$ cat src/iagc_pkg.sv
package iagc_pkg;

    // ========================================
    // Sizes
    // ========================================
    localparam int DATA_SIZE = 16;
    localparam int ADDR_SIZE = 12;
    localparam int DEC_SIZE  = 4;
    localparam int MEM_DEPTH = 1 << ADDR_SIZE;   // Entries per lane

    localparam logic [ADDR_SIZE-1:0] DEPTH_RST = 12'd16;
    localparam logic [DEC_SIZE-1:0]  DEC_RST   = 4'd1;

    // ========================================
    // Encodings
    // ========================================
    typedef enum logic [3:0] {
        RESET     = 4'b0000,
        INIT      = 4'b0001,
        IDLE      = 4'b0010,
        SAMPLE    = 4'b0011,
        CMD_PARSE = 4'b0100,
        CMD_READ  = 4'b0101,
        CMD_ERROR = 4'b0110,
        DUMP_REF  = 4'b0111,
        DUMP_ERR  = 4'b1000,
        CLEAN_MEM = 4'b1001,
        SET_MEM   = 4'b1010,
        SET_DEC   = 4'b1011,
        HALT      = 4'b1100
    } iagc_status_e;

    // Codes 0 and 8..15 are invalid
    typedef enum logic [3:0] {
        OP_SAMPLE    = 4'h1,
        OP_DUMP_REF  = 4'h2,
        OP_DUMP_ERR  = 4'h3,
        OP_CLEAN_MEM = 4'h4,
        OP_SET_MEM   = 4'h5,
        OP_SET_DEC   = 4'h6,
        OP_HALT      = 4'h7
    } iagc_opcode_e;

    typedef enum logic [1:0] {
        ST_INIT  = 2'd0,
        ST_WAIT  = 2'd1,
        ST_WRITE = 2'd2,
        ST_END   = 2'd3
    } sampler_state_e;

    // ========================================
    // Bundles
    // ========================================
    typedef struct packed {
        iagc_opcode_e         opcode;
        logic [ADDR_SIZE-1:0] arg;   // Depth or decimation factor
    } iagc_cmd_t;

    typedef struct packed {
        logic error;
    } iagc_resp_t;

    typedef struct packed {
        logic [DATA_SIZE-1:0] data;
        logic                 last;
    } iagc_dump_t;

    typedef struct packed {
        logic                 en;
        logic [ADDR_SIZE-1:0] addr;
        logic [DATA_SIZE-1:0] ref_data;
        logic [DATA_SIZE-1:0] err_data;
    } sample_wr_t;

    typedef struct packed {
        logic                 en;
        logic [ADDR_SIZE-1:0] addr;
    } sample_rd_t;

    typedef struct packed {
        logic [DATA_SIZE-1:0] ref_data;
        logic [DATA_SIZE-1:0] err_data;
    } sample_pair_t;

endpackage
$ cat src/iagc_sampler.sv
`timescale 1ns/10ps

module iagc_sampler
    import iagc_pkg::*;
(
    input  logic                 i_clock,
    input  logic                 i_arst_n,
    input  iagc_status_e         i_status,
    input  logic [DATA_SIZE-1:0] i_reference,
    input  logic [DATA_SIZE-1:0] i_error,
    input  logic                 i_gate,
    input  logic [ADDR_SIZE-1:0] i_memory_size,
    input  logic [DEC_SIZE-1:0]  i_decimator,
    output sample_wr_t           o_wr,
    output logic                 o_end
);

    sampler_state_e       state;
    sampler_state_e       next_state;
    logic [ADDR_SIZE-1:0] addr;         // Last written address
    logic [ADDR_SIZE-1:0] wr_addr;
    logic [DEC_SIZE-1:0]  dec_cnt;
    logic [DEC_SIZE-1:0]  dec_last;
    logic [1:0]           end_cnt;
    logic                 first_write;
    logic                 last_gate;
    logic                 gate_rise;
    logic                 do_write;
    logic                 wr_en_q;
    logic [ADDR_SIZE-1:0] wr_addr_q;
    logic [DATA_SIZE-1:0] wr_ref_q;
    logic [DATA_SIZE-1:0] wr_err_q;

    // Factor 0 behaves as 1
    assign dec_last  = (i_decimator == '0) ? '0 : i_decimator - 1'b1;
    assign wr_addr   = first_write ? '0 : addr + 1'b1;
    assign gate_rise = i_gate & ~last_gate;
    assign do_write  = (state == ST_WRITE) && i_gate && (dec_cnt >= dec_last);

    // ========================================
    // Next state
    // ========================================
    always_comb begin
        next_state = state;
        case (state)
            ST_INIT: begin
                if (i_status == SAMPLE)
                    next_state = ST_WRITE;
            end
            ST_WAIT: begin
                if (gate_rise)
                    next_state = ST_WRITE;
            end
            ST_WRITE: begin
                if (do_write && wr_addr == i_memory_size - 1'b1)
                    next_state = ST_END;   // Depth filled
                else if (!i_gate)
                    next_state = ST_WAIT;
            end
            ST_END: begin
                if (end_cnt == 2'd3)
                    next_state = ST_INIT;
            end
            default: next_state = ST_INIT;
        endcase
    end

    always_ff @(posedge i_clock or negedge i_arst_n) begin
        if (!i_arst_n) begin
            state       <= ST_INIT;
            addr        <= '0;
            dec_cnt     <= '0;
            end_cnt     <= '0;
            first_write <= 1'b1;
            last_gate   <= 1'b0;
            wr_en_q     <= 1'b0;
        end else if (i_status == RESET) begin
            state       <= ST_INIT;
            addr        <= '0;
            dec_cnt     <= '0;
            end_cnt     <= '0;
            first_write <= 1'b1;
            last_gate   <= i_gate;
            wr_en_q     <= 1'b0;
        end else begin
            state     <= next_state;
            last_gate <= i_gate;
            wr_en_q   <= do_write;
            end_cnt   <= (state == ST_END) ? end_cnt + 1'b1 : 2'd0;
            if (do_write) begin
                addr        <= wr_addr;
                first_write <= 1'b0;
            end
            if (state == ST_INIT || state == ST_END) begin
                addr        <= '0;
                first_write <= 1'b1;
            end
            if (state == ST_WRITE && i_gate && !do_write)
                dec_cnt <= dec_cnt + 1'b1;
            else
                dec_cnt <= '0;
        end
    end

    // Captured pair
    always_ff @(posedge i_clock) begin
        if (do_write) begin
            wr_addr_q <= wr_addr;
            wr_ref_q  <= i_reference;
            wr_err_q  <= i_error;
        end
    end

    always_comb begin
        o_wr.en       = wr_en_q;
        o_wr.addr     = wr_addr_q;
        o_wr.ref_data = wr_ref_q;
        o_wr.err_data = wr_err_q;
    end

    assign o_end = (state == ST_END);

endmodule

$ cat config.mk
export PLATFORM = sky130hd
export DESIGN_NAME = iagc_sampler
export DESIGN_NICKNAME = d
export VERILOG_FILES = /design/src/iagc_pkg.sv /design/src/iagc_sampler.sv
export SDC_FILE = /design/constraint.sdc
export NUM_CORES = 1
export LEC_CHECK = 0
export BUFFER_PORTS_ARGS = -buffer_cell sky130_fd_sc_hd__buf_2
export CORE_ASPECT_RATIO = 1.25
export CORE_MARGIN = 1.5
export CORE_UTILIZATION = 29
export CTS_BUF_LIST = sky130_fd_sc_hd__clkbuf_8
export CTS_CLUSTER_DIAMETER = 200
export DETAILED_ROUTE_END_ITERATION = 8
export GPL_ROUTABILITY_DRIVEN = 0
export HOLD_SLACK_MARGIN = 0.1
export PLACE_DENSITY = 0.54
export REMOVE_ABC_BUFFERS = 1
export SYNTH_ARGS = -nofsm -noshare
export SYNTH_HDL_FRONTEND = slang
export SYNTH_SLANG_ARGS = --single-unit
$ cat constraint.sdc
create_clock -name i_clock -period 7.5 [get_ports i_clock]
set_input_delay 0.75 -clock i_clock [delete_from_list [all_inputs] [get_ports i_clock]]
set_output_delay 0.75 -clock i_clock [all_outputs]
set_load 0.02 [all_outputs]
# Word-level counts from Yosys, hierarchy flattened
# Index checks and enable logic that the tools add are counted.
# word_totals
regBits	67
input_bits	55
word_cells	59
# classes
add_sub_neg	5
order_cmp	1
n_eq_ne	10
mux	20
n_bitwise	2
n_reduce_logical	11
# op_table
op	n
$mux 12	4
$mux 2	8
$add 12x1->12 const B	1
$eq 12x12->1	1
$mux 4	3
$sub 12x1->12 const B	1
$logic_not 4->1	2
$pmux 2 s4	1
$eq 2x2->1 const B	3
$ne 3x3->1 const B	2
$add 4x1->4 const B	1
$eq 4x2->1 const B	1
$ge 4x4->1	1
$logic_and 1x1->1	4
$mux 1	4
$ne 4x4->1 const B	1
$reduce_and 4->1	1
$sub 4x1->4 const B	1
$ne 3x1->1 const B	1
$reduce_bool 3->1	1
$add 2x1->2 const B	1
$eq 2x1->1 const B	1
$logic_not 2->1	1
$and 1x1->1	1
other kinds (3)	3

# Depth between registers and ports, before layout
# logic_depth
depth_word	8
ltp_mapped	11
mapped_depth_nobuf	11

# Worst setup path before layout
# OpenSTA, ideal clock, no wires.
# synth_path
kind	input to register
startpoint	input i_decimator[1]
endpoint	register wr_addr_q[0], enable pin
setup_ns	0.426
arrival_ns	3.446
setup_slack_ns	3.628
cell_stages	9
path_buffers	1
path_cell_list	nor2_1 nand2_1 mux2_2 ha_1 nor3_1 nor3_1 nand3_1 inv_1 clkbuf_1
# synth_via
elab_chain_cells	4
# synth_rtl
item	line_no	source
start, declared	iagc_sampler.sv:13	input logic [DEC_SIZE-1:0] i_decimator,
$sub 4x1->4 or $logic_not 4->1 (tied branches)	iagc_sampler.sv:35	assign dec_last = (i_decimator == '0) ? '0 : i_decimator - 1'b1;
$mux 4 (*)	iagc_sampler.sv:35	
$ge 4x4->1 (*)	iagc_sampler.sv:38	assign do_write = (state == ST_WRITE) && i_gate && (dec_cnt >= dec_last);
$logic_and 1x1->1 (*)	iagc_sampler.sv:38	
named net do_write	iagc_sampler.sv:28	logic do_write;
end signal, assigned	iagc_sampler.sv:108	wr_addr_q <= wr_addr;
end, declared	iagc_sampler.sv:30	logic [ADDR_SIZE-1:0] wr_addr_q;
# The timed path passes the listed nets; every way through them passes the cells marked *.
# A chain may end at the register's enable or synchronous reset.

# Final worst setup path
# layout_path
startpoint	input i_decimator[1]
endpoint	register addr[8]
# layout_via
elab_chain_cells	5
# layout_rtl
item	line_no	source
$sub 4x1->4 or $logic_not 4->1 (tied branches)	iagc_sampler.sv:35	
$mux 4 (*)	iagc_sampler.sv:35	
$ge 4x4->1 (*)	iagc_sampler.sv:38	
$logic_and 1x1->1 (*)	iagc_sampler.sv:38	
$reduce_bool 3->1 (no line) (*)	n/a	
end signal, assigned	iagc_sampler.sv:91	addr <= wr_addr;
end, declared	iagc_sampler.sv:20	logic [ADDR_SIZE-1:0] addr;
# Mark *: on every way between the ends. The rest lies on a longest branch, timed or not.

==> impl_metrics.json <==
{
  "final_max_slew_viol_count": 0,
  "worstPathArrival_ps": 3770,
  "totalPowerFinal_w": 0.000859,
  "fillers": 1081,
  "critical_path.reg2reg.startpoint": "dec_cnt[0]",
  "numPortBuffers": 100,
  "max-slew-margin-rel_pct": 27.9,
  "adder_and_majority_cell_fraction_of_the_synthesized_area_pct": 5.15,
  "setup_violations": 0,
  "post_synth_instance_area_sq_um": 3160,
  "via_count_of_the_first_global_routing_pass": 2299,
  "seqPwrFrac_pct": 50.7,
  "ctsLongestPathBuffers": 2,
  "combPwrFrac_pct": 18.0,
  "first_pass_iters": 4,
  "die_height_microns": 120,
  "numPlacedInstances": 494,
  "worstHoldPathType": "input pin to async pin",
  "layout-area-overhead-vs-synth_pct": 25.7,
  "clockRootBuffer": "sky130_fd_sc_hd__clkbuf_8",
  "required_ps": 7760,
  "synth.yosys.seq_area_share_pct": 60.1,
  "pin_count_of_the_biggest_net_entering_global_routing": 56,
  "synth-simple-area-share_pct": 17.1,
  "synth.area.mux_share_pct": 1.70,
  "power.share.switching_pct": 29.9,
  "grt_setup_unrepaired": "no",
  "final_core_utilization_pct": 37.4,
  "part_of_the_total_power_dissipated_in_the_clock_network_pct": 31.3,
  "clock_tree_from_tritoncts": "built",
  "drt_iter0_drc": 118,
  "post_route_insts_no_fill": 510,
  "remaining_drc_errors": 0,
  "reg2regPathDepth": 9,
  "syn_inst_count": 269,
  "criticalPathCategory": "input pin to register",
  "area_fraction_in_compound_gates_after_synthesis_pct": 7.48,
  "global_route_wire_length_before_repair_microns": 11000,
  "crit_chain": "buf_2 > nor2_1 > nand2_1 > mux2_2 > ha_1 > nor3_1 > nor3_1 > nand3_1 > inv_2 > nand2_1 > a21oi_1",
  "asyncSetResetFlopFracSynth_pct": 34.3,
  "ios": 101,
  "ys_types": 44,
  "ys.warnings.count": 0,
  "post_cts.resized_instances": 0,
  "dr_total_vias": 2360,
  "worst_path_largest_cell_delay_ps": 1010,
  "worst_setup_hold_path_clk_slew_ps": 80,
  "hold_viol_final": 0,
  "max_cap_viol_count": 0,
  "dp.final_hpwl_microns": 5170,
  "clock_tree.htree_level_count": 3,
  "yosys_register_bits": 67,
  "nNetsFinal": 441,
  "synth_top_area_cell": "sky130_fd_sc_hd__edfxtp_1",
  "clock_latency_reported_for_the_late_side_of_the_worst_skew_pair_ps": 340,
  "power-per-cell-area_nw_per_um2": 216,
  "core_area_sq_um": 10600,
  "worst_slew_pin_slew_ps": 1080,
  "max-vdd-ir-drop_mv": 0.109,
  "worst_setup_path_end_kind": "register",
  "setup_total_negative_slack_ps": 0,
  "pre_cts_slack_ps": 3540,
  "cellLeakagePower_nw": 1.56,
  "die_area_sq_um": 11500,
  "antenna_cells": 0,
  "postLayoutSetupSlackWorst_ps": 3990,
  "antenna_left": 0,
  "synth.most_common_cell": "sky130_fd_sc_hd__edfxtp_1",
  "mean_instance_size_in_the_synthesized_netlist_sq_um": 11.7,
  "post_cts_hold_fix_bufs": 0,
  "drt-total-wl_microns": 6990,
  "synth_top_area_share_pct": 41.8,
  "synth_enable_flop_cells": 44,
  "synthFlopType": "sky130_fd_sc_hd__edfxtp_1",
  "layout-drive-gt1-share_pct": 34.1,
  "start_kind": "input pin",
  "fin_worst_skew_ps": 12.8,
  "placement_rows": 42,
  "period_share_pct": 46.8,
  "post_layout_minimum_cycle_time_ps": 3510,
  "via_per_inst": 4.63,
  "dieWidth_microns": 96.4,
  "wl_per_cell_microns": 13.7,
  "cp_max_fo": 55,
  "worst_r2r_endpoint": "addr[8]",
  "cts_post_setup_buffers_inserted": 0,
  "cts_inserted_buffers": 9,
  "r2r_setup_slack_ps": 4390,
  "synth_xor_area_share_pct": 6.10,
  "synth.area.top_cells": "sky130_fd_sc_hd__edfxtp_1, sky130_fd_sc_hd__dfrtp_1, sky130_fd_sc_hd__ha_1",
  "net-switching-power_w": 0.000257,
  "initial_utilization_pct": 29.8,
  "number_of_antenna_violations_at_the_first_check_in_global_routing": 0,
  "overflow_after_grt": 0,
  "largest_family_of_logic_cells_by_synthesized_area": "simple AND/OR/NAND/NOR gates",
  "crit_slowest_cell": "sky130_fd_sc_hd__inv_2",
  "power.internal_w": 0.000603,
  "synthTopCellsByCount": "sky130_fd_sc_hd__edfxtp_1, sky130_fd_sc_hd__nand2_1, sky130_fd_sc_hd__nor2_1",
  "grt_use_total_pct": 12.6,
  "run_status": "finished clean",
  "fmax_mhz": 285,
  "numClockSinks": 67
}
routing by layer:
metal  routed length, microns  up-vias  track usage (%)  part of all wire (%)
met3                      544       15             2.72                   7.8
met2                     3460       98             20.9                    49
met1                     2830     1083             15.3                    40
met4                      157        0             6.07                   2.2
li1                         -     1164                -                     -
met5                        0        -                0                     0
metrics by stage:
step	hold WS [ps]	cell area, sq um
5_1_grt	422	3970
3_5_place_dp	429	3790
6_report	384	3970
4_1_cts	396	3970
2_1_floorplan	407	3130
3_3_place_gp	418	3790
critical path, delay by kind of cell:
family	cells	cell delay, ps
AOI/OAI and AO/OA	1	180
muxes	1	260
adders and majority gates	1	270
and+or+nand+nor	6	1170
buffers and inverters	2	1130
power by group through the flow:
stage	Combinational (W)	Sequential (W)	Clock, W
after floorplan	0.0000868	0.000455	0
after global placement	0.000155	0.000443	0
after detailed placement	0.000158	0.000444	0
after CTS	0.000159	0.000436	0.000282
after global routing	0.000177	0.000439	0.000296
final	0.000155	0.000436	0.000269
worst max-delay path by stage:
stage	from	to	slack, ps	cells after the start
floorplan	i_decimator[1]	wr_addr_q[0]	3890	8
global placement	i_decimator[1]	wr_ref_q[6]	3660	9
detailed placement	i_decimator[1]	addr[8]	3540	11
CTS	i_decimator[1]	addr[8]	3930	11
global route	i_decimator[1]	addr[8]	3560	11
finish	i_decimator[1]	addr[8]	3990	11
state kept, by name, indices dropped and copies added (netlist names):
name         count
addr            12
wr_addr_q       12
last_gate        1
end_cnt          2
wr_err_q        16
first_write      1
state            2
wr_ref_q        16
wr_en_q          1
dec_cnt          4
final cells by class:
cell class	instances	area, sq um	share of cell area, %
sequential	67	1900	47.8
multi-input combinational	183	1180	29.8
timing repair buffer	100	500	12.6
tap	132	165	4.16
clock buffer	10	138	3.46
inverter	12	45.0	1.13
clock inverter	6	41.3	1.04
cells by family (layout without fill, tap and decap cells):
logic type,after synthesis,count (layout)
buffers and inverters,19,128
and+or+nand+nor,106,106
adders and majority gates,13,13
AOI/OAI and AO/OA,37,37
muxes,5,5
xor gates and xnor gates,22,22
DFF,67,67
placed cells by master (no fill, tap or decap), types with 11 or more instances in the layout:
cell,count
sky130_fd_sc_hd__buf_2,100
sky130_fd_sc_hd__nand2_1,36
sky130_fd_sc_hd__edfxtp_1,44
sky130_fd_sc_hd__dfrtp_1,22
sky130_fd_sc_hd__ha_1,13
sky130_fd_sc_hd__a21oi_1,18
sky130_fd_sc_hd__inv_1,11
sky130_fd_sc_hd__xnor2_1,17
sky130_fd_sc_hd__nor2_1,23
(Power assumes the default switching activity.)
