**src/iagc_pkg.sv**
```systemverilog
package iagc_pkg;

    // ========================================
    // Sizes
    // ========================================
    localparam int DATA_SIZE = 16;
    localparam int ADDR_SIZE = 12;
    localparam int DEC_SIZE  = 4;
    localparam int MEM_DEPTH = 1 << ADDR_SIZE;   // Entries per lane

    localparam logic [ADDR_SIZE-1:0] DEPTH_RST = 12'd16;
    localparam logic [DEC_SIZE-1:0]  DEC_RST   = 4'd1;

    // ========================================
    // Encodings
    // ========================================
    typedef enum logic [3:0] {
        RESET     = 4'b0000,
        INIT      = 4'b0001,
        IDLE      = 4'b0010,
        SAMPLE    = 4'b0011,
        CMD_PARSE = 4'b0100,
        CMD_READ  = 4'b0101,
        CMD_ERROR = 4'b0110,
        DUMP_REF  = 4'b0111,
        DUMP_ERR  = 4'b1000,
        CLEAN_MEM = 4'b1001,
        SET_MEM   = 4'b1010,
        SET_DEC   = 4'b1011,
        HALT      = 4'b1100
    } iagc_status_e;

    // Codes 0 and 8..15 are invalid
    typedef enum logic [3:0] {
        OP_SAMPLE    = 4'h1,
        OP_DUMP_REF  = 4'h2,
        OP_DUMP_ERR  = 4'h3,
        OP_CLEAN_MEM = 4'h4,
        OP_SET_MEM   = 4'h5,
        OP_SET_DEC   = 4'h6,
        OP_HALT      = 4'h7
    } iagc_opcode_e;

    typedef enum logic [1:0] {
        ST_INIT  = 2'd0,
        ST_WAIT  = 2'd1,
        ST_WRITE = 2'd2,
        ST_END   = 2'd3
    } sampler_state_e;

    // ========================================
    // Bundles
    // ========================================
    typedef struct packed {
        iagc_opcode_e         opcode;
        logic [ADDR_SIZE-1:0] arg;   // Depth or decimation factor
    } iagc_cmd_t;

    typedef struct packed {
        logic error;
    } iagc_resp_t;

    typedef struct packed {
        logic [DATA_SIZE-1:0] data;
        logic                 last;
    } iagc_dump_t;

    typedef struct packed {
        logic                 en;
        logic [ADDR_SIZE-1:0] addr;
        logic [DATA_SIZE-1:0] ref_data;
        logic [DATA_SIZE-1:0] err_data;
    } sample_wr_t;

    typedef struct packed {
        logic                 en;
        logic [ADDR_SIZE-1:0] addr;
    } sample_rd_t;

    typedef struct packed {
        logic [DATA_SIZE-1:0] ref_data;
        logic [DATA_SIZE-1:0] err_data;
    } sample_pair_t;

endpackage
```
**src/iagc_controller.sv**
```systemverilog
`timescale 1ns/10ps

module iagc_controller
    import iagc_pkg::*;
(
    input  logic                 i_clock,
    input  logic                 i_arst_n,
    input  logic                 i_cmd_req,
    input  iagc_cmd_t            i_cmd,
    input  logic                 i_sampler_end,
    input  sample_pair_t         i_rd_data,
    input  logic                 i_dump_ack,
    output logic                 o_cmd_ack,
    output iagc_resp_t           o_resp,
    output iagc_status_e         o_status,
    output logic [ADDR_SIZE-1:0] o_memory_size,
    output logic [DEC_SIZE-1:0]  o_decimator,
    output sample_wr_t           o_clr,
    output sample_rd_t           o_rd,
    output logic                 o_dump_req,
    output iagc_dump_t           o_dump
);

    iagc_cmd_t            cmd_q;
    logic [ADDR_SIZE-1:0] ptr;          // Clear address or next dump read
    logic [ADDR_SIZE-1:0] last_addr;
    logic                 dumping;
    logic                 rd_fire;
    logic                 fetch_done;   // Last read issued
    logic                 pf_pending;
    logic                 pf_valid;
    logic                 pf_last;
    logic [DATA_SIZE-1:0] pf_data;
    logic [DATA_SIZE-1:0] lane_data;

    assign last_addr = o_memory_size - 1'b1;
    assign dumping   = (o_status == DUMP_REF) || (o_status == DUMP_ERR);
    assign rd_fire   = dumping && !pf_valid && !pf_pending && !fetch_done;
    assign lane_data = (o_status == DUMP_ERR) ? i_rd_data.err_data : i_rd_data.ref_data;

    always_comb begin
        o_rd.en        = rd_fire;
        o_rd.addr      = ptr;
        o_clr.en       = (o_status == CLEAN_MEM);
        o_clr.addr     = ptr;
        o_clr.ref_data = '0;
        o_clr.err_data = '0;
    end

    // ========================================
    // Status machine
    // ========================================
    always_ff @(posedge i_clock or negedge i_arst_n) begin
        if (!i_arst_n) begin
            o_status      <= RESET;
            o_cmd_ack     <= 1'b0;
            o_resp        <= '0;
            o_memory_size <= DEPTH_RST;
            o_decimator   <= DEC_RST;
            ptr           <= '0;
            fetch_done    <= 1'b0;
            pf_pending    <= 1'b0;
            pf_valid      <= 1'b0;
            pf_last       <= 1'b0;
            o_dump_req    <= 1'b0;
            o_dump        <= '0;
        end else begin
            case (o_status)
                RESET: o_status <= INIT;
                INIT:  o_status <= IDLE;
                IDLE: begin
                    if (o_cmd_ack) begin
                        if (!i_cmd_req)
                            o_cmd_ack <= 1'b0;   // Close previous handshake
                    end else if (i_cmd_req) begin
                        o_status <= CMD_READ;
                    end
                end
                CMD_READ: o_status <= CMD_PARSE;
                CMD_PARSE: begin
                    ptr        <= '0;
                    fetch_done <= 1'b0;
                    pf_pending <= 1'b0;
                    pf_valid   <= 1'b0;
                    o_dump     <= '0;
                    case (cmd_q.opcode)
                        OP_SAMPLE:    o_status <= SAMPLE;
                        OP_DUMP_REF:  o_status <= DUMP_REF;
                        OP_DUMP_ERR:  o_status <= DUMP_ERR;
                        OP_CLEAN_MEM: o_status <= CLEAN_MEM;
                        OP_SET_MEM:   o_status <= SET_MEM;
                        OP_SET_DEC:   o_status <= SET_DEC;
                        OP_HALT: begin
                            o_status     <= HALT;
                            o_cmd_ack    <= 1'b1;
                            o_resp.error <= 1'b0;
                        end
                        default:      o_status <= CMD_ERROR;
                    endcase
                end
                CMD_ERROR: begin
                    o_cmd_ack    <= 1'b1;
                    o_resp.error <= 1'b1;
                    o_status     <= IDLE;
                end
                SAMPLE: begin
                    if (i_sampler_end) begin
                        o_cmd_ack    <= 1'b1;
                        o_resp.error <= 1'b0;
                        o_status     <= IDLE;
                    end
                end
                SET_MEM, SET_DEC: begin
                    if (o_status == SET_MEM)
                        o_memory_size <= cmd_q.arg;
                    else
                        o_decimator <= cmd_q.arg[DEC_SIZE-1:0];
                    o_cmd_ack    <= 1'b1;
                    o_resp.error <= 1'b0;
                    o_status     <= IDLE;
                end
                CLEAN_MEM: begin
                    ptr <= ptr + 1'b1;   // One entry per cycle
                    if (ptr == ADDR_SIZE'(MEM_DEPTH - 1)) begin
                        o_cmd_ack    <= 1'b1;
                        o_resp.error <= 1'b0;
                        o_status     <= IDLE;
                    end
                end
                DUMP_REF, DUMP_ERR: begin
                    if (rd_fire) begin
                        ptr        <= ptr + 1'b1;
                        pf_pending <= 1'b1;
                        fetch_done <= (ptr == last_addr);
                    end
                    if (pf_pending) begin
                        pf_pending <= 1'b0;
                        pf_valid   <= 1'b1;
                        pf_last    <= fetch_done;
                    end
                    if (o_dump_req) begin
                        if (i_dump_ack)
                            o_dump_req <= 1'b0;
                    end else if (!i_dump_ack) begin
                        if (o_dump.last) begin
                            o_cmd_ack    <= 1'b1;   // Final word taken
                            o_resp.error <= 1'b0;
                            o_status     <= IDLE;
                        end else if (pf_valid) begin
                            o_dump_req  <= 1'b1;
                            o_dump.data <= pf_data;
                            o_dump.last <= pf_last;
                            pf_valid    <= 1'b0;
                        end
                    end
                end
                HALT: begin
                    // Stuck until reset, every command refused
                    if (!o_cmd_ack && i_cmd_req) begin
                        o_cmd_ack    <= 1'b1;
                        o_resp.error <= 1'b1;
                    end else if (o_cmd_ack && !i_cmd_req) begin
                        o_cmd_ack <= 1'b0;
                    end
                end
                default: o_status <= RESET;
            endcase
        end
    end

    always_ff @(posedge i_clock) begin
        if (o_status == CMD_READ)
            cmd_q <= i_cmd;
        if (pf_pending)
            pf_data <= lane_data;   // Word arrives a cycle after the read
    end

endmodule

```
**config.mk**
```make
export PLATFORM = sky130hd
export DESIGN_NAME = iagc_controller
export DESIGN_NICKNAME = d
export VERILOG_FILES = /design/src/iagc_pkg.sv /design/src/iagc_controller.sv
export SDC_FILE = /design/constraint.sdc
export NUM_CORES = 1
export LEC_CHECK = 0
export BUFFER_PORTS_ARGS = -buffer_cell sky130_fd_sc_hd__buf_4
export CAP_MARGIN = 0
export CELL_PAD_IN_SITES_DETAIL_PLACEMENT = 0
export CELL_PAD_IN_SITES_GLOBAL_PLACEMENT = 1
export CORE_MARGIN = 2
export CORE_UTILIZATION = 35
export CTS_BUF_LIST = sky130_fd_sc_hd__clkbuf_8
export CTS_CLUSTER_SIZE = 40
export DETAILED_ROUTE_END_ITERATION = 8
export PLACE_DENSITY_LB_ADDON = 0.08
export SETUP_SLACK_MARGIN = 0.15
export SLEW_MARGIN = 20
export SYNTH_ARGS = -nofsm -noshare
export SYNTH_HDL_FRONTEND = slang
export SYNTH_SLANG_ARGS = --single-unit
```
**constraint.sdc**
```tcl
create_clock -name i_clock -period 3 [get_ports i_clock]
set_input_delay 0.6 -clock i_clock [delete_from_list [all_inputs] [get_ports i_clock]]
set_output_delay 0.6 -clock i_clock [all_outputs]
set_load 0.01 [all_outputs]
```
# After elaboration in Yosys (flattened, before gate mapping)
# Index checks and enable logic that the tools add are counted.
# totals
register_bits	88
inputBits	53
# classes
n_addsub	2
eq_ne	34
n_mux	52
bitwise_logic	2
n_reduce_logical	30
# ops
cell	n
17-bit two-way mux	4
12-bit case mux with 3 select lines	1
4-bit case mux with 9 select lines	1
17-bit case mux with 2 select lines	1
4-bit by 3-bit == test with 1-bit output (second input constant)	8
1-bit two-way mux	30
4-bit two-way mux	7
4-bit case mux with 7 select lines	1
8-bit AND reduction	3
2-bit inequality test (second input constant)	11
4-bit == test (second input constant)	5
4-bit by 2-bit == test with 1-bit output (second input constant)	4
16-bit two-way mux	1
1-bit case mux with 7 select lines	2
7-bit nonzero test	2
12-bit by 1-bit adder with 12-bit output (second input constant)	1
12-bit == test	1
12-bit == test (second input constant)	1
12-bit two-way mux	1
12-bit by 1-bit subtractor with 12-bit output (second input constant)	1
2-bit AND reduction	5
4-bit by 1-bit == test with 1-bit output (second input constant)	2
1-bit case mux with 2 select lines	3
1-bit logical AND	5
13 further kinds	19

# Depth between registers and ports, before layout
# Gate-level depths: netlist of the first run.
# depth
ltp_word	8
ltp_mapped	7
ltp_nobuf	7

# Least setup slack after synthesis of the first run
# No wires, ideal clock.
# synth_timing
path_type	register to output
start	reg o_status[1]
end	out o_rd[12] in the netlist's numbering
t_arrival_ns	1.802
t_required_ns	2.400
slack_ns	0.598
path_stages_with_launch	6
cell_sequence	dfrtp_1 > or4b_1 > buf_2 > a2111oi_4 > buf_2 > buf_4
# synth_between
elab_chain_cells	5
word_cells_on_any_way	6
# synth_lines
element	line_no	source
start: declaration	iagc_controller.sv:15	output iagc_status_e o_status,
start signal: assignment	iagc_controller.sv:55	o_status <= RESET;
start signal: assignment	iagc_controller.sv:69	RESET: o_status <= INIT;
start signal: assignment	iagc_controller.sv:70	INIT: o_status <= IDLE;
4-bit by 3-bit == test with 1-bit output or 4-bit == test (tied branches)	iagc_controller.sv:37	assign dumping = (o_status == DUMP_REF) || (o_status == DUMP_ERR);
1-bit logical OR *	iagc_controller.sv:37	
1-bit logical AND * (3 in a row)	iagc_controller.sv:38	assign rd_fire = dumping && !pf_valid && !pf_pending && !fetch_done;
end: declaration	iagc_controller.sv:19	output sample_rd_t o_rd,
# Mark *: on every way between the ends. The rest lies on a longest branch, timed or not.

==> impl_results.md, run 1 <==
* Leakage at 2.72 nW
* # rows at 42
* #FFs+latches synth at 88
* Die area at 14200 um^2
* Area leader, netlist: dfrtp_1
* Slew HR at 50.0%
* Share of post-route cells with drive strength above 1 at 29.8%
* Ys flop type: dfrtp_1
* CTS tree: yes
* Drt pass-1 iters at 4
* RSZ-0062 raised after global routing: no
* H-tree levels at 3
* Mean Syn Cell Area at 10.0 um^2
* Final min period at 2.63 ns
* CP endpoint kind: output port
* Hold buffer count at cts at 0
* Hold Crit Class: input pin to async pin
* Mapped cell area at 4630 um^2
* Worst-path cell with the longest stage delay: or4b_1
* Residual DRC count at 0
* Fillers at 1295
* Fin. Hold Viols at 0
* Global route overflow at 0
* Worst-Skew Late Latency at 0.37 ns
* Core Region at 13100 um^2
* Detailed Place HPWL at 7990 um
* Most frequent cell after synthesis: nand2_1
* I/O Buffers at 118
* Clk slew on worst S/H paths at 0.09 ns
* Clk_skew at 0.00895 ns
* Synth top cells by count: 67 x nand2_1, 54 x dfrtp_1, 45 x buf_4
* I/O Pins at 151
* CP cell instances: or4b_1, a2111oi_4, buf_4, buf_4
* Via/cell ratio at 4.80
* Via Count at 3616
* Clock root cell: clkbuf_8
* Initial core utilization at 35.4%
* Antenna violations before repair at 0
* Status: finished clean
* Die W at 119 um
* Period utilisation layout at 87.8%
* Clock buffer count from CTS at 9
* Clk sink count at 88
* Antenna diodes at 0
* Max-cap violations at 0
* Pin count of the biggest net entering global routing at 57
* PwrDens at 735 nW/um^2
* DRT Wirelength at 11100 um
* First-pass GRT wire length at 17900 um
* DRT iter0 DRCs at 135
* Maximum clock path buffer count at 2
* WS Path Type: flop to output port
* DR WL/cell at 14.7 um
* NumNets Final at 629
* Setup tns final at 0 ns
* Max Fclk at 0.380 GHz
* CP Launch Type: flop
* Routability cong. at 0.757
* Area Growth Syn to Fin at 24.1%
* Post-synthesis sequential area ratio at 51.1%
* Vias in the first global route at 3497
* Worst Hold Slack at 0.292 ns
* EDFF count, synth at 32
* Main area contributors after synthesis: dfrtp_1 29%, edfxtp_1 21%, buf_4 7.3%, nand2_1 5.4%, mux2_2 3.9%
* Routed Antenna Nets at 0
* Yosys cell types at 57
* Die H at 119 um
* VDD IR-drop max at 241 uV
* Worst slew pin tran at 0.743 ns
* FFs w/ async S/R, synth at 63.6%
* Pins Over Slew Limit at 0
* Yosys top cell area share at 29.2%
* Synth warn at 0
* CP max FO at 6
* Global Route Usage Sum at 16.4%
* Max incr delay on CP at 0.61 ns
* Worst path arrival time at 2.03 ns
* Most Frequent Cell on Critical Path: buf_4
* WP data required at 2.40 ns
* Final setup vio count at 0
* Post-Synthesis Cells at 461
[what timing repair did]
item,4_1_cts,5_1_grt
resized for setup,0,0
setup endpoints to repair,0,1
hold endpoints to repair,0,0
setup buffers,0,2
[metrics by stage]
step | total power, mW | instances | util [%] | setup WS (ns) | area (um^2)
after global routing | 4.54 | 753 | 43.9 | 0.256 | 5740
after detailed placement | 3.49 | 735 | 42.4 | 0.569 | 5540
final | 4.22 | 753 | 43.9 | 0.365 | 5740
after global placement | 3.48 | 735 | 42.4 | 0.626 | 5540
after floorplan | 2.82 | 492 | - | 0.598 | 4740
after CTS | 4.28 | 751 | 43.8 | 0.224 | 5730
[sequential cells by signal, indices dropped and copies added (netlist names), 4 cells and up]
name / count
cmd_q: 16
o_decimator: 4
o_dump: 17
o_memory_size: 12
o_status: 4
pf_data: 16
ptr: 12
[where the power goes]
part | switching (mW) | internal (mW) | leakage, nW
Sequential | 0.245 | 1.56 | 1.04
Clock | 0.424 | 0.342 | 0.0850
Combinational | 0.861 | 0.790 | 1.60
Total | 1.53 | 2.69 | 2.72
[critical path, delay by kind of cell (launching register included)]
family	cells	cell delay, ns
and+or+nand+nor	1	0.61
DFF	1	0.38
AOI/OAI and AO/OA	1	0.36
buffers and inverters	2	0.33
[cells by family (layout without fill, tap and decap cells)]
family                   count (synthesis)  count (layout)  share of synthesized area (%)
multiplexers                            19              19                           4.57
other                                    1              32                         0.0810
XOR/XNOR                                21              21                           3.98
flip-flops                              88              88                           51.1
AO/OA/AOI/OAI                           78              78                           11.1
buffers and inverters                   86             171                           10.7
adder cells (fa/ha/maj)                  4               4                           1.08
AND/OR/NAND/NOR                        164             164                           17.4
[cell type report]
type / instances / area, um^2 / share of cell area [%]
clock buffer: 11 / 151 / 2.64
clock inverter: 5 / 31.3 / 0.545
inverter: 21 / 78.8 / 1.37
multi-input combinational: 318 / 1890 / 32.9
sequential: 88 / 2360 / 41.2
tap: 176 / 220 / 3.84
timing repair buffer: 134 / 1010 / 17.5
[cell usage in the layout (no fill, tap or decap), types with 2 or more instances in the layout]
cell type     n
buf_4       134
nand2_1      67
dfrtp_1      54
conb_1       32
edfxtp_1     32
nand3_1      23
nor2_1       22
inv_1        21
o21ai_0      20
o21ai_1      19
mux2_2       16
xor2_1       14
clkbuf_8     11
nor3_1        9
nor2b_1       7
a21oi_1       7
xnor2_1       7
nand2b_1      6
o2111ai_1     6
o31ai_1       5
and3_1        5
and3b_1       4
ha_1          4
a31oi_1       3
or4_1         3
nor4_1        3
a211oi_1      3
clkinvlp_4    3
or4b_1        2
nor3b_1       2
mux2i_1       2
nand3b_1      2
a41oi_1       2
dfstp_2       2
[layer usage]
layer / vias up / GRT usage (%) / wire length, um
met1: 1739 / 19.6 / 4650
met5: - / 0 / 0
li1: 1759 / - / -
met4: 0 / 5.13 / 108
met2: 110 / 28.7 / 5740
met3: 8 / 4.21 / 559
[final timing paths]
kind	start	to	slack [ns]	depth (start not counted)
max in group asynchronous	i_arst_n	o_dump[6]	2.21	1
max reg2reg	o_status[1]	fetch_done	0.56	7
max	o_status[1]	o_rd[12]	0.37	4
min	i_arst_n	o_memory_size[8]	0.29	1
min in group i_clock	i_cmd[6]	cmd_q[6]	0.40	1
min reg2reg	cmd_q[1]	o_memory_size[1]	0.48	2
No activity file was read; power rests on OpenSTA's default activity.
==> run 2: changes to the inputs <==
CELL_PAD_IN_SITES_DETAIL_PLACEMENT = 1   (was 0)
CELL_PAD_IN_SITES_GLOBAL_PLACEMENT = 2   (was 1)
CORE_UTILIZATION = 32   (was 35)
==> impl_results.md, run 2 (synthesized netlist as in run 1, its figures left out) <==
* Status: finished clean
* RSZ-0062 raised after global routing: no
* Antenna violations before repair at 0
* Maximum clock path buffer count at 2
* Clock buffer count from CTS at 9
* Post-Place Setup Slack at 0.647 ns
* Final worst setup slack at 0.298 ns
* Die area at 15400 um^2
* I/O Pins at 151
* NumNets Final at 629
* Pins Over Slew Limit at 0
* Share of post-route cells with drive strength above 1 at 30.0%
* Worst-path cell with the longest stage delay: or4b_1
* Largest register FFs at 17
* CP endpoint kind: output port
* CP Launch Type: flop
* Hold buffer count at cts at 0
* Routability cong. at 0.800
* Clock root cell: clkbuf_8
* Clk sink count at 88
* First-pass GRT wire length at 19500 um
* Clk slew on worst S/H paths at 0.09 ns
* Clk_skew at 0.00701 ns
* Max incr delay on CP at 0.53 ns
* Leakage at 2.74 nW
* Via/cell ratio at 4.80
* Period utilisation layout at 90.1%
* WP data required at 2.40 ns
* Antenna diodes at 0
* Worst path arrival time at 2.10 ns
* Die H at 124 um
* Number of placed instances, taps included at 740
* DR WL/cell at 15.8 um
* H-tree levels at 3
* DRT Wirelength at 12000 um
* CP max FO at 11
* CTS tree: yes
* VDD IR-drop max at 231 uV
* Fin util at 41.3%
* Fin. Hold Viols at 0
* Max Fclk at 0.370 GHz
* Power Total at 4.36 mW
* Pin count of the biggest net entering global routing at 57
* Setup tns final at 0 ns
* Global route overflow at 0
* WS Path Type: flop to output port
* Area Growth Syn to Fin at 24.9%
* Most common cell after layout, fill and taps aside: buf_4
* Top Registers: o_dump: 17 flops, cmd_q: 16 flops, pf_data: 16 flops
* Fillers at 1619
* CP cell instances: or4b_1, a2111oi_4, buf_4, buf_4
* PwrDens at 756 nW/um^2
* Worst-Skew Late Latency at 0.37 ns
* Commonest cells after routing, fill and taps aside: 134 x buf_4, 67 x nand2_1, 54 x dfrtp_1, 32 x conb_1, 32 x edfxtp_1
* Residual DRC count at 0
* Via Count at 3634
* Final min period at 2.70 ns
* Max-cap violations at 0
* Initial core utilization at 33.1%
* Worst slew pin tran at 0.750 ns
* Routed Antenna Nets at 0
* Hold Crit Class: input pin to async pin
* I/O Buffers at 118
* Non-Filler Instances at 757
* Most Frequent Cell on Critical Path: buf_4
* Core Region at 14000 um^2
* Top reg by flops: o_dump
* Slew HR at 50.0%
* DRT iter0 DRCs at 156
* Detailed Place HPWL at 8890 um
* Global Route Usage Sum at 15.9%
* Drt pass-1 iters at 4
* Vias in the first global route at 3688
* Final setup vio count at 0
* Die W at 124 um
* # rows at 43
[run 2: worst paths after layout]
path,depth (start not counted),start,to,slack [ns]
min in group i_clock,1,i_cmd[8],cmd_q[8],0.40
setup / recovery,4,o_status[3],o_rd[12],0.30
hold / removal,1,i_arst_n,o_memory_size[10],0.29
setup reg to reg,5,o_status[1],ptr[7],0.68
max in group asynchronous,1,i_arst_n,pf_last,2.22
hold reg to reg,1,cmd_q[10],o_memory_size[10],0.48
[run 2: timing repair]
item | CTS | global route
gates resized for setup | 0 | 0
setup endpoints to repair | 0 | 1
buffers inserted | 0 | 1
[run 2: per-stage QoR]
stage               cell area, um^2  hold slack, ns
finish                         5780           0.290
global route                   5780           0.339
detailed placement             5560           0.461
CTS                            5770           0.317
floorplan                      4740           0.304
global placement               5560           0.466
[run 2: routing by layer]
layer / vias up / global-route usage (%) / routed length [um] / part of all wire, %
met2: 86 / 27.2 / 6000 / 50
met3: 11 / 3.92 / 547 / 4.6
met4: 0 / 4.36 / 132 / 1.1
li1: 1759 / - / - / -
met5: - / 0 / 0 / 0
met1: 1778 / 20.0 / 5300 / 44
[run 2: area by class of cell]
| cell class | instances | area [um^2] | share of cell area (%) |
|---|---|---|---|
| clock buffer | 11 | 151 | 2.62 |
| clock inverter | 5 | 61.3 | 1.06 |
| inverter | 21 | 78.8 | 1.36 |
| multi-input combinational | 318 | 1890 | 32.7 |
| sequential | 88 | 2360 | 40.9 |
| tap | 180 | 225 | 3.90 |
| timing repair buffer | 134 | 1010 | 17.4 |
[run 2: where the power goes]
| group | internal [mW] | total (mW) | switching [mW] | leakage (nW) |
|---|---|---|---|---|
| registers | 1.56 | 1.81 | 0.253 | 1.04 |
| logic | 0.790 | 1.67 | 0.879 | 1.60 |
| clock network | 0.437 | 0.883 | 0.446 | 0.110 |
[run 2: critical path, delay by kind of cell, from the launching register on]
family / cells / cell delay [ns]
DFF: 1 / 0.46
and+or+nand+nor: 1 / 0.53
AOI/OAI and AO/OA: 1 / 0.35
buffers and inverters: 2 / 0.38
==> run 3: changes to the inputs <==
CORE_ASPECT_RATIO = 1.75   (was default)
GPL_TIMING_DRIVEN = 0   (was default)
clock period = 2.8 ns   (was 3 ns; I/O delays follow)
==> impl_results.md, run 3 (synthesized netlist as in run 1, its figures left out) <==
* Die H at 163 um
* Die W at 94.9 um
* Pins Over Slew Limit at 0
* Fillers at 1702
* Hold Crit Class: input pin to async pin
* Clk sink count at 88
* CTS tree: yes
* Met2 Use GR at 33.8%
* Clock root cell: clkbuf_8
* First-pass GRT wire length at 21000 um
* Met3 Use GR at 3.83%
* Top Registers: o_dump: 17 flops, cmd_q: 16 flops, pf_data: 16 flops
* Via/cell ratio at 4.73
* Leakage at 2.98 nW
* Global route overflow at 0
* Initial core utilization at 32.5%
* RSZ-0062 raised after global routing: yes
* Area Growth Syn to Fin at 33.1%
* Die area at 15500 um^2
* CP max FO at 2
* Clock buffer count from CTS at 9
* Fin. Hold Viols at 0
* Routed Antenna Nets at 0
* Maximum clock path buffer count at 2
* Global Route Usage Sum at 17.8%
* Routability cong. at 0.830
* DRT iter0 DRCs at 136
* Drt pass-1 iters at 4
* Slew HR at 42.5%
* Setup tns final at 0 ns
* Vias in the first global route at 4080
* Period utilisation layout at 98.2%
* I/O Buffers at 118
* Status: finished clean
* Worst Hold Slack at 0.227 ns
* # rows at 58
* Clk_skew at 0.0179 ns
* WS Path Type: flop to output port
* Via Count at 3849
* DRT Wirelength at 13300 um
* Largest register FFs at 17
* CP Launch Type: flop
* DR WL/cell at 16.3 um
* Clk slew on worst S/H paths at 0.11 ns
* Worst path arrival time at 2.19 ns
* GR Layer Usage met1 at 18.9%
* Antenna violations before repair at 0
* PwrDens at 771 nW/um^2
* Share of post-route cells with drive strength above 1 at 35.2%
* I/O Pins at 151
* Worst-Skew Late Latency at 0.38 ns
* Final setup vio count at 0
* Pin count of the biggest net entering global routing at 57
* H-tree levels at 3
* Number of placed instances, taps included at 790
* CP endpoint kind: output port
* Worst slew pin tran at 0.861 ns
* Hold buffer count at cts at 0
* Most common cell after layout, fill and taps aside: buf_4
* NumNets Final at 685
* Antenna diodes at 0
* Core Region at 14200 um^2
* Top reg by flops: o_dump
* Residual DRC count at 0
* WP data required at 2.24 ns
* Commonest cells after routing, fill and taps aside: 168 x buf_4, 67 x nand2_1, 51 x dfrtp_1, 32 x conb_1, 32 x edfxtp_1
* Detailed Place HPWL at 10200 um
* Max-cap violations at 0
* VDD IR-drop max at 276 uV
* GRT busiest layer: met2
* Max Fclk at 0.364 GHz
* Non-Filler Instances at 813
* Final min period at 2.75 ns
run 3: cell count changes in the layout (fill, tap and decap cells not counted), sizes merged:
cell | previous run | this run
bufinv | 1 | 0
inv | 23 | 26
clkinv | 2 | 1
clkbuf | 11 | 27
buf | 134 | 173
run 3: final timing paths:
kind,start,to,slack (ns),cells past startpoint
setup / recovery,o_status[1],o_rd[12],0.05,6
hold / removal,i_arst_n,o_memory_size[9],0.23,1
setup reg to reg,o_status[1],fetch_done,0.30,7
hold reg to reg,cmd_q[7],o_memory_size[7],0.48,1
max in group asynchronous,i_arst_n,o_status[2],2.00,1
min in group i_clock,i_cmd[11],cmd_q[11],0.35,1
run 3: critical path: stages (launching register included):
cell and delay [ns]:
dfrtp_2 0.42, or4b_4 0.51, buf_6 0.14, a2111oi_4 0.40
buf_6 0.17, buf_6 0.08, buf_6 0.09
run 3: through the flow:
step / total power, mW / setup WS (ns) / area [um^2] / utilization [%]
6_report: 4.75 / 0.0498 / 6160 / 43.3
5_1_grt: 5.10 / -0.0182 / 6160 / 43.3
4_1_cts: 4.81 / -0.0322 / 6150 / 43.2
3_5_place_dp: 3.84 / -0.0252 / 5860 / 41.2
3_3_place_gp: 3.79 / -0.0233 / 5850 / 41.2
2_1_floorplan: 3.02 / 0.438 / 4740 / -
run 3: layout make-up:
cell class | instances | area (um^2) | share of cell area [%]
Timing Repair Buffer | 125 | 942 | 15.3
Sequential cell | 88 | 2370 | 38.5
Buffer | 65 | 435 | 7.07
Inverter | 21 | 78.8 | 1.28
Clock buffer | 10 | 138 | 2.23
Tap cell | 180 | 225 | 3.66
Clock inverter | 6 | 57.6 | 0.934
Multi-Input combinational cell | 318 | 1910 | 31.1
run 3: layer usage:
metal	share of wire [%]	wire [um]
met5	0	0
met2	56	7450
met1	37	4890
met3	5.2	695
met4	1.6	216
run 3: repair_timing:
item	in CTS	in global routing
resized for setup	12	8
setup endpoints to repair	19	21
pin swaps	3	2
buffers inserted	7	0
run 3: power breakdown:
part,switching (mW),internal [mW],total (mW)
logic,0.946,0.898,1.84
registers,0.343,1.67,2.02
clock network,0.516,0.371,0.886
